--- src/logic/axi_pkg.sv ---
`default_nettype none

package axi_pkg;

  // --------------------
  // field widths of the write port
  // --------------------

  // transaction id carried from AW to B
  localparam int id_w = 4;
  localparam int data_w = 16;
  // one strobe bit per data byte
  localparam int strb_w = 2;
  // awlen holds beats minus one
  localparam int len_w = 8;

  // --------------------
  // protocol encodings
  // --------------------

  localparam logic [1:0] burst_fixed = 2'b00;
  localparam logic [1:0] burst_incr = 2'b01;
  localparam logic [1:0] burst_wrap = 2'b10;

  localparam logic [1:0] resp_okay = 2'b00;
  localparam logic [1:0] resp_slverr = 2'b10;

endpackage

`default_nettype wire

--- src/logic/stripe_pkg.sv ---
`default_nettype none

package stripe_pkg;

  // --------------------
  // striping geometry
  // --------------------

  // flat byte address seen on the write and read ports
  localparam int addr_w = 8;
  localparam int num_banks = 4;
  localparam int bank_sel_w = 2;
  // byte address inside one bank, word index plus byte offset
  localparam int bank_addr_w = 6;
  localparam int bank_depth = 32;
  localparam int word_w = 5;

  // a flat address either taken as a whole or split into its stripe fields
  // the low word-index bits pick the bank, so consecutive words land in
  // consecutive banks and the upper bits give the word inside that bank
  typedef union packed {
    logic [addr_w-1:0] flat;
    struct packed {
      logic [word_w-1:0] bank_word;
      logic [bank_sel_w-1:0] bank_sel;
      // byte inside a 16-bit word, zero for full-width transfers
      logic byte_off;
    } f;
  } stripe_addr_t;

endpackage

`default_nettype wire

--- src/logic/axi_wr_if.sv ---
`default_nettype none
`timescale 1ns/1ps

// write channels between the striping writer and one bank
interface axi_wr_if
  import axi_pkg::*, stripe_pkg::*;
();

  // address channel, the address is already bank-local
  logic awvalid;
  logic [bank_addr_w-1:0] awaddr;
  logic [id_w-1:0] awid;
  logic [len_w-1:0] awlen;
  logic [1:0] awburst;
  logic awready;

  // data channel
  logic wvalid;
  logic [data_w-1:0] wdata;
  logic [strb_w-1:0] wstrb;
  logic wlast;
  logic wready;

  // response channel
  logic bvalid;
  logic [id_w-1:0] bid;
  logic [1:0] bresp;
  logic bready;

  // the writer side drives the requests and takes the response
  modport manager (
    output awvalid, awaddr, awid, awlen, awburst, input awready,
    output wvalid, wdata, wstrb, wlast, input wready,
    input bvalid, bid, bresp, output bready
  );

  // the bank side
  modport subordinate (
    input awvalid, awaddr, awid, awlen, awburst, output awready,
    input wvalid, wdata, wstrb, wlast, output wready,
    output bvalid, bid, bresp, input bready
  );

endinterface

`default_nettype wire

--- src/logic/stripe_burst_split.sv ---
`default_nettype none
`timescale 1ns/1ps

// works out, for one write burst, what each bank has to do
module stripe_burst_split
  import axi_pkg::*, stripe_pkg::*;
(
  input  stripe_addr_t                          addr,
  input  logic [len_w-1:0]                      len,
  output logic [bank_sel_w-1:0]                 start_sel,
  output logic [num_banks-1:0]                  bank_valid,
  output logic [num_banks-1:0][bank_addr_w-1:0] bank_addr,
  output logic [num_banks-1:0][len_w-1:0]       bank_len
);

  // beat 0 goes to the bank named by the address
  assign start_sel = addr.f.bank_sel;

  always_comb begin
    for (int i = 0; i < num_banks; i++) begin
      logic [bank_sel_w-1:0] off;
      logic [word_w-1:0] word;

      // position of this bank in the rotation, wraps modulo num_banks
      off = bank_sel_w'(i) - addr.f.bank_sel;

      // banks below the start bank are only reached after the wrap,
      // so their first beat lands one word further up
      word = addr.f.bank_word + word_w'(bank_sel_w'(i) < addr.f.bank_sel);

      // the bank takes beats off, off+4, off+8 and so on up to len
      bank_valid[i] = len >= len_w'(off);
      bank_addr[i] = {word, addr.f.byte_off};

      // beats seen by this bank minus one, left at zero when it sits out
      if (bank_valid[i]) begin
        bank_len[i] = (len - len_w'(off)) >> bank_sel_w;
      end else begin
        bank_len[i] = '0;
      end
    end
  end

endmodule

`default_nettype wire

--- src/logic/skid_buffer.sv ---
`default_nettype none
`timescale 1ns/1ps

// two-entry buffer for write data and strobe
module skid_buffer
  import axi_pkg::*;
(
  input  logic                     clk,
  input  logic                     rst_n,
  input  logic                     in_valid,
  input  logic [data_w+strb_w-1:0] in_data,
  output logic                     in_ready,
  output logic                     out_valid,
  output logic [data_w+strb_w-1:0] out_data,
  input  logic                     out_ready
);

  // second slot, filled only when the output is stalled
  logic skid_valid;
  logic [data_w+strb_w-1:0] skid_data;
  logic in_fire;
  logic out_open;

  // in_ready comes straight from a flop, never from out_ready
  assign in_ready = !skid_valid;
  assign in_fire = in_valid && in_ready;
  assign out_open = !out_valid || out_ready;

  always_ff @(posedge clk) begin
    if (!rst_n) begin
      out_valid <= 1'b0;
      skid_valid <= 1'b0;
    end else if (out_open) begin
      // drain the skid slot first, upstream is already held off
      if (skid_valid) begin
        out_valid <= 1'b1;
        skid_valid <= 1'b0;
      end else begin
        out_valid <= in_fire;
      end
    end else if (in_fire) begin
      skid_valid <= 1'b1;
    end
  end

  always_ff @(posedge clk) begin
    if (out_open) begin
      out_data <= skid_valid ? skid_data : in_data;
    end
    if (!out_open && in_fire) begin
      skid_data <= in_data;
    end
  end

endmodule

`default_nettype wire

--- src/logic/stripe_wr.sv ---
`default_nettype none
`timescale 1ns/1ps

// spreads one write burst over the banks and merges their responses
module stripe_wr
  import axi_pkg::*, stripe_pkg::*;
(
  input  logic              clk,
  input  logic              rst_n,
  input  logic              s_awvalid,
  input  logic [addr_w-1:0] s_awaddr,
  input  logic [id_w-1:0]   s_awid,
  input  logic [len_w-1:0]  s_awlen,
  input  logic [1:0]        s_awburst,
  output logic              s_awready,
  input  logic              s_wvalid,
  input  logic [data_w-1:0] s_wdata,
  input  logic [strb_w-1:0] s_wstrb,
  output logic              s_wready,
  output logic              s_bvalid,
  output logic [id_w-1:0]   s_bid,
  output logic [1:0]        s_bresp,
  input  logic              s_bready,
  axi_wr_if.manager         bank_bus [num_banks]
);

  stripe_addr_t aw_addr;
  logic aw_fire;
  logic b_fire;
  logic [bank_sel_w-1:0] start_sel;
  logic [num_banks-1:0] split_valid;
  logic [num_banks-1:0][bank_addr_w-1:0] split_addr;
  logic [num_banks-1:0][len_w-1:0] split_len;

  // per-bank request registers, id and burst type are shared by all banks
  logic [num_banks-1:0] aw_valid_q;
  logic [num_banks-1:0][bank_addr_w-1:0] aw_addr_q;
  logic [num_banks-1:0][len_w-1:0] aw_len_q;
  logic [id_w-1:0] aw_id_q;
  logic [1:0] aw_burst_q;

  // incoming data window and skid buffer
  logic w_open;
  logic [len_w-1:0] w_in_rem;
  logic sb_in_valid;
  logic sb_in_ready;
  logic sb_out_valid;
  logic sb_out_ready;
  logic [data_w+strb_w-1:0] sb_out_data;

  // routing state and per-bank data registers
  logic w_busy;
  logic route;
  logic [bank_sel_w-1:0] w_idx;
  logic [len_w-1:0] w_rem;
  logic [num_banks-1:0] wv_q;
  logic [num_banks-1:0] wlast_q;
  logic [num_banks-1:0][data_w-1:0] wdata_q;
  logic [num_banks-1:0][strb_w-1:0] wstrb_q;

  // bank side handshakes gathered into vectors
  logic [num_banks-1:0] bank_awready;
  logic [num_banks-1:0] bank_wready;
  logic [num_banks-1:0] bank_bvalid;
  logic [num_banks-1:0][id_w-1:0] bank_bid;
  logic [num_banks-1:0][1:0] bank_bresp;
  logic [num_banks-1:0] b_done;
  logic [num_banks-1:0] b_done_next;

  for (genvar i = 0; i < num_banks; i++) begin : gen_bus
    assign bank_bus[i].awvalid = aw_valid_q[i];
    assign bank_bus[i].awaddr = aw_addr_q[i];
    assign bank_bus[i].awid = aw_id_q;
    assign bank_bus[i].awlen = aw_len_q[i];
    assign bank_bus[i].awburst = aw_burst_q;
    assign bank_bus[i].wvalid = wv_q[i];
    assign bank_bus[i].wdata = wdata_q[i];
    assign bank_bus[i].wstrb = wstrb_q[i];
    assign bank_bus[i].wlast = wlast_q[i];
    // responses are buffered here, so the banks never wait on B
    assign bank_bus[i].bready = 1'b1;
    assign bank_awready[i] = bank_bus[i].awready;
    assign bank_wready[i] = bank_bus[i].wready;
    assign bank_bvalid[i] = bank_bus[i].bvalid;
    assign bank_bid[i] = bank_bus[i].bid;
    assign bank_bresp[i] = bank_bus[i].bresp;
  end

  // --------------------
  // AW channel
  // --------------------

  assign aw_addr.flat = s_awaddr;
  assign aw_fire = s_awvalid && s_awready;
  assign b_fire = s_bvalid && s_bready;

  stripe_burst_split u_split (
    .addr       (aw_addr),
    .len        (s_awlen),
    .start_sel  (start_sel),
    .bank_valid (split_valid),
    .bank_addr  (split_addr),
    .bank_len   (split_len)
  );

  // one burst in flight, the port reopens the cycle after B is taken
  always_ff @(posedge clk) begin
    if (!rst_n) begin
      s_awready <= 1'b1;
      aw_valid_q <= '0;
    end else begin
      if (aw_fire) begin
        s_awready <= 1'b0;
        aw_valid_q <= split_valid;
      end else begin
        if (b_fire) begin
          s_awready <= 1'b1;
        end
        aw_valid_q <= aw_valid_q & ~bank_awready;
      end
    end
  end

  always_ff @(posedge clk) begin
    if (aw_fire) begin
      aw_addr_q <= split_addr;
      aw_len_q <= split_len;
      aw_id_q <= s_awid;
      aw_burst_q <= s_awburst;
    end
  end

  // --------------------
  // W channel
  // --------------------

  // data is only taken while the accepted burst still owes beats
  assign s_wready = w_open && sb_in_ready;
  assign sb_in_valid = s_wvalid && w_open;

  always_ff @(posedge clk) begin
    if (!rst_n) begin
      w_open <= 1'b0;
    end else if (aw_fire) begin
      w_open <= 1'b1;
      w_in_rem <= s_awlen;
    end else if (s_wvalid && s_wready) begin
      if (w_in_rem == '0) begin
        w_open <= 1'b0;
      end else begin
        w_in_rem <= w_in_rem - 1'b1;
      end
    end
  end

  skid_buffer u_skid (
    .clk       (clk),
    .rst_n     (rst_n),
    .in_valid  (sb_in_valid),
    .in_data   ({s_wdata, s_wstrb}),
    .in_ready  (sb_in_ready),
    .out_valid (sb_out_valid),
    .out_data  (sb_out_data),
    .out_ready (sb_out_ready)
  );

  // a beat moves on when the target bank register is empty or draining
  assign sb_out_ready = w_busy && (!wv_q[w_idx] || bank_wready[w_idx]);
  assign route = sb_out_valid && sb_out_ready;

  always_ff @(posedge clk) begin
    if (!rst_n) begin
      w_busy <= 1'b0;
      w_idx <= '0;
      wv_q <= '0;
    end else begin
      wv_q <= wv_q & ~bank_wready;
      if (route) begin
        wv_q[w_idx] <= 1'b1;
      end
      if (aw_fire) begin
        w_busy <= 1'b1;
        w_idx <= start_sel;
        w_rem <= s_awlen;
      end else if (route) begin
        // the bank index wraps by itself since num_banks is a power of two
        w_idx <= w_idx + 1'b1;
        if (w_rem == '0) begin
          w_busy <= 1'b0;
        end else begin
          w_rem <= w_rem - 1'b1;
        end
      end
    end
  end

  // fewer than num_banks beats left means no later beat reaches this bank
  always_ff @(posedge clk) begin
    if (route) begin
      wdata_q[w_idx] <= sb_out_data[strb_w +: data_w];
      wstrb_q[w_idx] <= sb_out_data[strb_w-1:0];
      wlast_q[w_idx] <= w_rem < len_w'(num_banks);
    end
  end

  // --------------------
  // B channel
  // --------------------

  // banks left out of the burst count as answered from the start
  always_comb begin
    b_done_next = b_done;
    if (b_fire) begin
      b_done_next = '0;
    end
    if (aw_fire) begin
      b_done_next = ~split_valid;
    end
    b_done_next = b_done_next | bank_bvalid;
  end

  always_ff @(posedge clk) begin
    if (!rst_n) begin
      b_done <= '0;
      s_bvalid <= 1'b0;
    end else begin
      b_done <= b_done_next;
      s_bvalid <= &b_done_next;
    end
  end

  // any bank error wins over okay, all banks echo the same id
  always_ff @(posedge clk) begin
    if (aw_fire) begin
      s_bresp <= resp_okay;
    end
    for (int i = 0; i < num_banks; i++) begin
      if (bank_bvalid[i]) begin
        s_bid <= bank_bid[i];
        if (bank_bresp[i] != resp_okay) begin
          s_bresp <= bank_bresp[i];
        end
      end
    end
  end

endmodule

`default_nettype wire

--- src/logic/bank_mem.sv ---
`default_nettype none
`timescale 1ns/1ps

// one memory bank behind a write subordinate, with a one-cycle read port
module bank_mem
  import axi_pkg::*, stripe_pkg::*;
(
  input  logic               clk,
  input  logic               rst_n,
  input  logic [word_w-1:0]  rd_word,
  output logic [data_w-1:0]  rd_data,
  axi_wr_if.subordinate      bus
);

  logic [data_w-1:0] mem [bank_depth];

  // idle while both phase flags are low
  logic w_phase;
  logic b_phase;
  logic aw_fire;
  logic w_fire;
  logic incr_ok;
  logic [word_w-1:0] wr_word;
  logic [len_w-1:0] beat_rem;
  logic [id_w-1:0] bid_q;
  logic [1:0] bresp_q;

  assign bus.awready = !w_phase && !b_phase;
  assign bus.wready = w_phase;
  assign bus.bvalid = b_phase;
  assign bus.bid = bid_q;
  assign bus.bresp = bresp_q;

  assign aw_fire = bus.awvalid && bus.awready;
  assign w_fire = bus.wvalid && bus.wready;

  always_ff @(posedge clk) begin
    if (!rst_n) begin
      w_phase <= 1'b0;
      b_phase <= 1'b0;
    end else begin
      if (aw_fire) begin
        w_phase <= 1'b1;
      end
      // the response goes out the cycle after the last beat
      if (w_fire && bus.wlast) begin
        w_phase <= 1'b0;
        b_phase <= 1'b1;
      end
      if (bus.bvalid && bus.bready) begin
        b_phase <= 1'b0;
      end
    end
  end

  // only INCR is striped, a wlast that disagrees with awlen is an error too
  always_ff @(posedge clk) begin
    if (aw_fire) begin
      wr_word <= bus.awaddr[bank_addr_w-1 -: word_w];
      beat_rem <= bus.awlen;
      incr_ok <= bus.awburst == burst_incr;
      bid_q <= bus.awid;
    end else if (w_fire) begin
      wr_word <= wr_word + 1'b1;
      beat_rem <= beat_rem - 1'b1;
      if (bus.wlast) begin
        bresp_q <= (incr_ok && beat_rem == '0) ? resp_okay : resp_slverr;
      end
    end
  end

  // byte lanes follow the strobe, other bursts leave the array untouched
  always_ff @(posedge clk) begin
    if (w_fire && incr_ok) begin
      for (int b = 0; b < strb_w; b++) begin
        if (bus.wstrb[b]) begin
          mem[wr_word][8*b +: 8] <= bus.wdata[8*b +: 8];
        end
      end
    end
    rd_data <= mem[rd_word];
  end

endmodule

`default_nettype wire

--- src/logic/stripe_rd_port.sv ---
`default_nettype none
`timescale 1ns/1ps

// read side: every bank reads the same word, the registered select picks one
module stripe_rd_port
  import axi_pkg::*, stripe_pkg::*;
(
  input  logic                              clk,
  input  logic                              rst_n,
  input  logic                              rd_en,
  input  logic [addr_w-1:0]                 rd_addr,
  input  logic [num_banks-1:0][data_w-1:0]  bank_rd_data,
  output logic [word_w-1:0]                 bank_rd_word,
  output logic                              rd_valid,
  output logic [data_w-1:0]                 rd_data
);

  stripe_addr_t addr;
  logic [bank_sel_w-1:0] sel_q;

  assign addr.flat = rd_addr;
  assign bank_rd_word = addr.f.bank_word;

  // valid lines up with the banks' registered read data
  always_ff @(posedge clk) begin
    if (!rst_n) begin
      rd_valid <= 1'b0;
    end else begin
      rd_valid <= rd_en;
    end
  end

  always_ff @(posedge clk) begin
    if (rd_en) begin
      sel_q <= addr.f.bank_sel;
    end
  end

  assign rd_data = bank_rd_data[sel_q];

endmodule

`default_nettype wire

--- src/logic/striped_mem_top.sv ---
`default_nettype none
`timescale 1ns/1ps

// striped write memory, writer plus four banks plus read port
module striped_mem_top
  import axi_pkg::*, stripe_pkg::*;
(
  input  logic              clk,
  input  logic              rst_n,
  input  logic              s_awvalid,
  input  logic [addr_w-1:0] s_awaddr,
  input  logic [id_w-1:0]   s_awid,
  input  logic [len_w-1:0]  s_awlen,
  input  logic [1:0]        s_awburst,
  output logic              s_awready,
  input  logic              s_wvalid,
  input  logic [data_w-1:0] s_wdata,
  input  logic [strb_w-1:0] s_wstrb,
  // the writer counts beats from awlen, so wlast is not looked at
  input  logic              s_wlast,
  output logic              s_wready,
  output logic              s_bvalid,
  output logic [id_w-1:0]   s_bid,
  output logic [1:0]        s_bresp,
  input  logic              s_bready,
  input  logic              rd_en,
  input  logic [addr_w-1:0] rd_addr,
  output logic              rd_valid,
  output logic [data_w-1:0] rd_data
);

  axi_wr_if bank_bus [num_banks] ();

  logic [word_w-1:0] bank_rd_word;
  logic [num_banks-1:0][data_w-1:0] bank_rd_data;

  stripe_wr u_wr (
    .clk       (clk),
    .rst_n     (rst_n),
    .s_awvalid (s_awvalid),
    .s_awaddr  (s_awaddr),
    .s_awid    (s_awid),
    .s_awlen   (s_awlen),
    .s_awburst (s_awburst),
    .s_awready (s_awready),
    .s_wvalid  (s_wvalid),
    .s_wdata   (s_wdata),
    .s_wstrb   (s_wstrb),
    .s_wready  (s_wready),
    .s_bvalid  (s_bvalid),
    .s_bid     (s_bid),
    .s_bresp   (s_bresp),
    .s_bready  (s_bready),
    .bank_bus  (bank_bus)
  );

  for (genvar i = 0; i < num_banks; i++) begin : gen_bank
    bank_mem u_bank (
      .clk     (clk),
      .rst_n   (rst_n),
      .rd_word (bank_rd_word),
      .rd_data (bank_rd_data[i]),
      .bus     (bank_bus[i])
    );
  end

  stripe_rd_port u_rd (
    .clk          (clk),
    .rst_n        (rst_n),
    .rd_en        (rd_en),
    .rd_addr      (rd_addr),
    .bank_rd_data (bank_rd_data),
    .bank_rd_word (bank_rd_word),
    .rd_valid     (rd_valid),
    .rd_data      (rd_data)
  );

endmodule

`default_nettype wire

--- config.mk ---
export PLATFORM = sky130hd
export DESIGN_NAME = striped_mem_top
export DESIGN_NICKNAME = d
export VERILOG_FILES = /design/src/logic/axi_pkg.sv /design/src/logic/stripe_pkg.sv /design/src/logic/axi_wr_if.sv /design/src/logic/stripe_burst_split.sv /design/src/logic/skid_buffer.sv /design/src/logic/stripe_wr.sv /design/src/logic/bank_mem.sv /design/src/logic/stripe_rd_port.sv /design/src/logic/striped_mem_top.sv
export SDC_FILE = /design/constraint.sdc
export NUM_CORES = 2
export LEC_CHECK = 0
export BUFFER_PORTS_ARGS = -buffer_cell sky130_fd_sc_hd__buf_4
export CAP_MARGIN = 20
export CORE_UTILIZATION = 55
export DETAILED_ROUTE_END_ITERATION = 16
export PLACE_DENSITY = 0.81
export SYNTH_ARGS = -nofsm -noshare
export SYNTH_HDL_FRONTEND = slang
export SYNTH_SLANG_ARGS = --single-unit
--- constraint.sdc ---
create_clock -name clk -period 4.7 [get_ports clk]
set_clock_uncertainty 0.15 [all_clocks]
set_input_delay 0.94 -clock clk [delete_from_list [all_inputs] [get_ports clk]]
set_output_delay 0.94 -clock clk [all_outputs]
set_load 0.01 [all_outputs]
==> summary.txt <==
Global route
  – GRT overflow: 0
  – Vias in the first global route: 49500
  – Antenna violations before repair: 18
  – Global-route wire length before repair: 343000 um
  – Gr usage total: 28.2%
  – Largest net degree at the start of global routing: 72

Routing
  – DRC: 0
  – Vias per cell: 6.75
  – Initial DRC Count: 7798
  – WL/cell: 32.5 um
  – Post-route ant nets: 0
  – Routed via count: about 51000
  – Drt pass-1 iters: 8
  – Total wire length: 243000 um

Placed design
  – Global placer's final weighted congestion: just over 0.9
  – Placement Cell Area: 96400 um^2
  – Count of input and output buffers: 77
  – Placed cells: 7040
  – HPWL Detailed: 152000 um
  – Setup WS pre-CTS: around 1.1 ns

Clock network
  – Clk root buf: clkbuf_16
  – H-tree Lvls: 4
  – Maximum clock path buffer count: 3
  – CTS sink cnt: 2403
  – CTS Hold Bufs: 0
  – Worst-Skew Late Latency: 0.83 ns
  – CTS tree: yes
  – TritonCTS buffer count: between 200 and 250
  – Post-CTS Setup Repair Bufs: 0
  – Clock slew at reported path FFs: 0.06 ns
  – # resized after CTS: 0

Setup path
  – CP Max Fanout: 8
  – Worst path max stage delay: between 1 and 1.5 ns
  – R2R Path Start: gen_bank[3].u_bank.wr_word[2]$_DFFE_PP_
  – Worst R2R Path Depth: 2
  – Endpoint class of the critical path: output pin
  – CP Class: register to output pin
  – Startpoint Class: register
  – Most frequent CP cell: buf_4
  – Flop-to-flop setup slack: 1.49 ns
  – Worst R2R End: gen_bank[3].u_bank.mem[31][12]$_DFFE_PP_
  – Critical Path, Cell by Cell: buf_4 -> mux4_2 -> buf_4
  – Critical Path AT: 2.98 ns
  – CP required: between 3 and 4 ns
  – Critical Path Slowest Stage Cell: edfxtp_1

Yosys
  – Syn_area_per_cell: 19.0 um^2
  – Synth async-reset ratio: 0%
  – Compound-Gate Fraction of Synth Area: 3.83%
  – Seq/Total Area, Yosys: roughly 77%
  – Synth Area in Adders: 0.565%
  – Post-synthesis simple-gate area fraction: between 4 and 5%
  – Distinct cell type count after synthesis: 72
  – Post-synth EDFFs: roughly 2300
  – Yosys reg bits: 2403
  – Largest family of logic cells by synthesized area: multiplexers
  – Mapped Cells: 4892
  – Area of the mapped netlist: 93000 um^2
  – Yosys Warn Count: 0
  – Xor/xnor share of the synthesized area: 0.622%
  – Multiplexer share of the synthesized area: between 10 and 15%
  – Syn_nets: 4989
  – Top FF cell, synth: edfxtp_1

STA
  – Fmax: between 0.2 and 0.25 GHz
  – RSZ-0062 raised after global routing: false
  – Final Hold Viols: 0
  – Worst-margin pin slew: 1.23 ns
  – PnR worst setup slack: 0.629 ns
  – Pins Over Slew Limit: 0
  – Final setup viols: 0
  – Final period util: 86.6%
  – Post-layout minimum cycle time: 4.07 ns
  – Total Neg Setup Slack: 0 ns
  – Max-slew headroom: 17.8%

Worst hold path
  – Min-delay worst type: input port to register
  – Hold Path Cell Cnt: 1
  – Hold Startpoint: rd_addr[2]
  – End of the worst hold path: u_rd.sel_q[1]$_DFFE_PP_

Outcome
  – Status: complete, no violations

Layout
  – Share of cells above drive strength 1: a little under a fifth
  – Fin util: 62.2%
  – Fin nets: 5174
  – Fillers: roughly 11000
  – Layout Cells excl Fill: 7485
  – Design area: approximately 100000 um^2
  – Area Overhead vs Synth: 12.1%

Floorplan
  – I/O pin count: 81
  – DIE AREA: about 170000 um^2
  – Initial Util: 55.5%
  – Chip height: 413 um
  – Die width: 413 um
  – Core Area: 168000 um^2
  – Rows: 150

Power and ir drop
  – Maximum vdd drop: just over 0.4 mV
  – Pwr Density: 420 nW/um^2
  – Total leakage power: about 34 nW

Job
  – Max Cap Violations: 0
[sequential cells by signal, indices dropped and copies added, names as in the netlist, 18 cells and up]
| register | flops |
|---|---|
| u_wr.u_skid.skid_data | 18 |
| gen_bank.u_bank.rd_data | 64 |
| u_wr.bank_bus.wdata | 64 |
| gen_bank.u_bank.mem | 2048 |
| u_wr.bank_bus.awaddr | 20 |
| gen_bank.u_bank.beat_rem | 32 |
| u_wr.u_skid.out_data | 18 |
| u_wr.bank_bus.awlen | 24 |
| gen_bank.u_bank.wr_word | 20 |
[metrics by stage]
| step | power (mW) | hold WS [ns] |
|---|---|---|
| final | 43.8 | 0.126 |
| after global routing | 44.6 | 0.102 |
| after CTS | 43.7 | 0.0912 |
| after detailed placement | 26.0 | 0.287 |
| after global placement | 25.9 | 0.288 |
| after floorplan | 25.1 | 0.292 |
[worst max-delay path: cells and delay by family (launching register included)]
family | cells | cell delay (ns)
buffers and inverters | 2 | 0.51
muxes | 1 | 0.58
DFF | 1 | 1.04
[how the worst max path moves through the flow]
stage / from / endpoint / depth (start not counted) / slack, ns
2_1_floorplan: s_awvalid / u_wr.w_rem[0]$_DFFE_PP_ / 5 / 1.33
3_3_place_gp: rd_addr[3] / gen_bank[2].u_bank.rd_data[12]$_DFF_P_ / 7 / 1.10
3_5_place_dp: rd_addr[3] / gen_bank[0].u_bank.rd_data[12]$_DFF_P_ / 6 / 1.08
4_1_cts: u_rd.sel_q[0]$_DFFE_PP_ / rd_data[14] / 3 / 0.64
5_1_grt: u_rd.sel_q[0]$_DFFE_PP_ / rd_data[14] / 3 / 0.63
6_report: u_rd.sel_q[0]$_DFFE_PP_ / rd_data[14] / 3 / 0.63
[power by group]
part	total, mW	switching, mW	internal [mW]
clock	18.2	7.88	10.3
sequential	23.7	0.270	23.4
combinational	1.99	1.21	0.778
[synth_stat cells (63+ instances only)]
| library cell | n | area, um^2 |
|---|---|---|
| a21oi_1 | 78 | 390 |
| a22oi_1 | 254 | 1910 |
| buf_2 | 100 | 500 |
| clkbuf_1 | 109 | 409 |
| dfxtp_1 | 95 | 1900 |
| edfxtp_1 | 2308 | 69300 |
| mux2i_1 | 398 | 3980 |
| mux4_2 | 337 | 7590 |
| nand2_1 | 155 | 582 |
| nand3_1 | 121 | 606 |
| nor2_1 | 326 | 1220 |
| o21ai_0 | 63 | 315 |
[cell families after synthesis]
group,after synthesis
flip-flops,2403
buffers and inverters,300
XOR/XNOR,66
adder cells (fa/ha/maj),42
AO/OA/AOI/OAI,510
multiplexers,763
AND/OR/NAND/NOR,808
[routing by layer]
layer	share of wire, %	wire length [um]	up-vias	track usage (%)
met2	46	113000	4148	43.5
met4	4.9	12000	18	12.2
met3	15	36100	771	8.96
met1	34	82200	25400	37.0
li1	-	-	20200	-
met5	0.055	135	-	0
[cells in the final DEF, fill, tap and decap left out, types with 63 or more instances in the layout]
| master | count |
|---|---|
| edfxtp_1 | 2308 |
| mux2i_1 | 398 |
| mux4_2 | 337 |
| nor2_1 | 321 |
| a22oi_1 | 254 |
| clkbuf_16 | 222 |
| buf_4 | 180 |
| nand2_1 | 155 |
| nand3_1 | 121 |
| dfxtp_1 | 95 |
| a21oi_1 | 78 |
| o21ai_0 | 63 |
[layout make-up]
type	instances	area (um^2)	share of cell area, %
Antenna cell	12	30.0	0.0288
Clock buffer	304	6070	5.83
Clock inverter	106	1240	1.19
Inverter	38	143	0.137
Multi-Input combinational cell	2189	20500	19.7
Sequential cell	2403	71200	68.3
Tap cell	2204	2760	2.65
Timing Repair Buffer	229	2320	2.22
No activity file was read; power rests on OpenSTA's default activity.
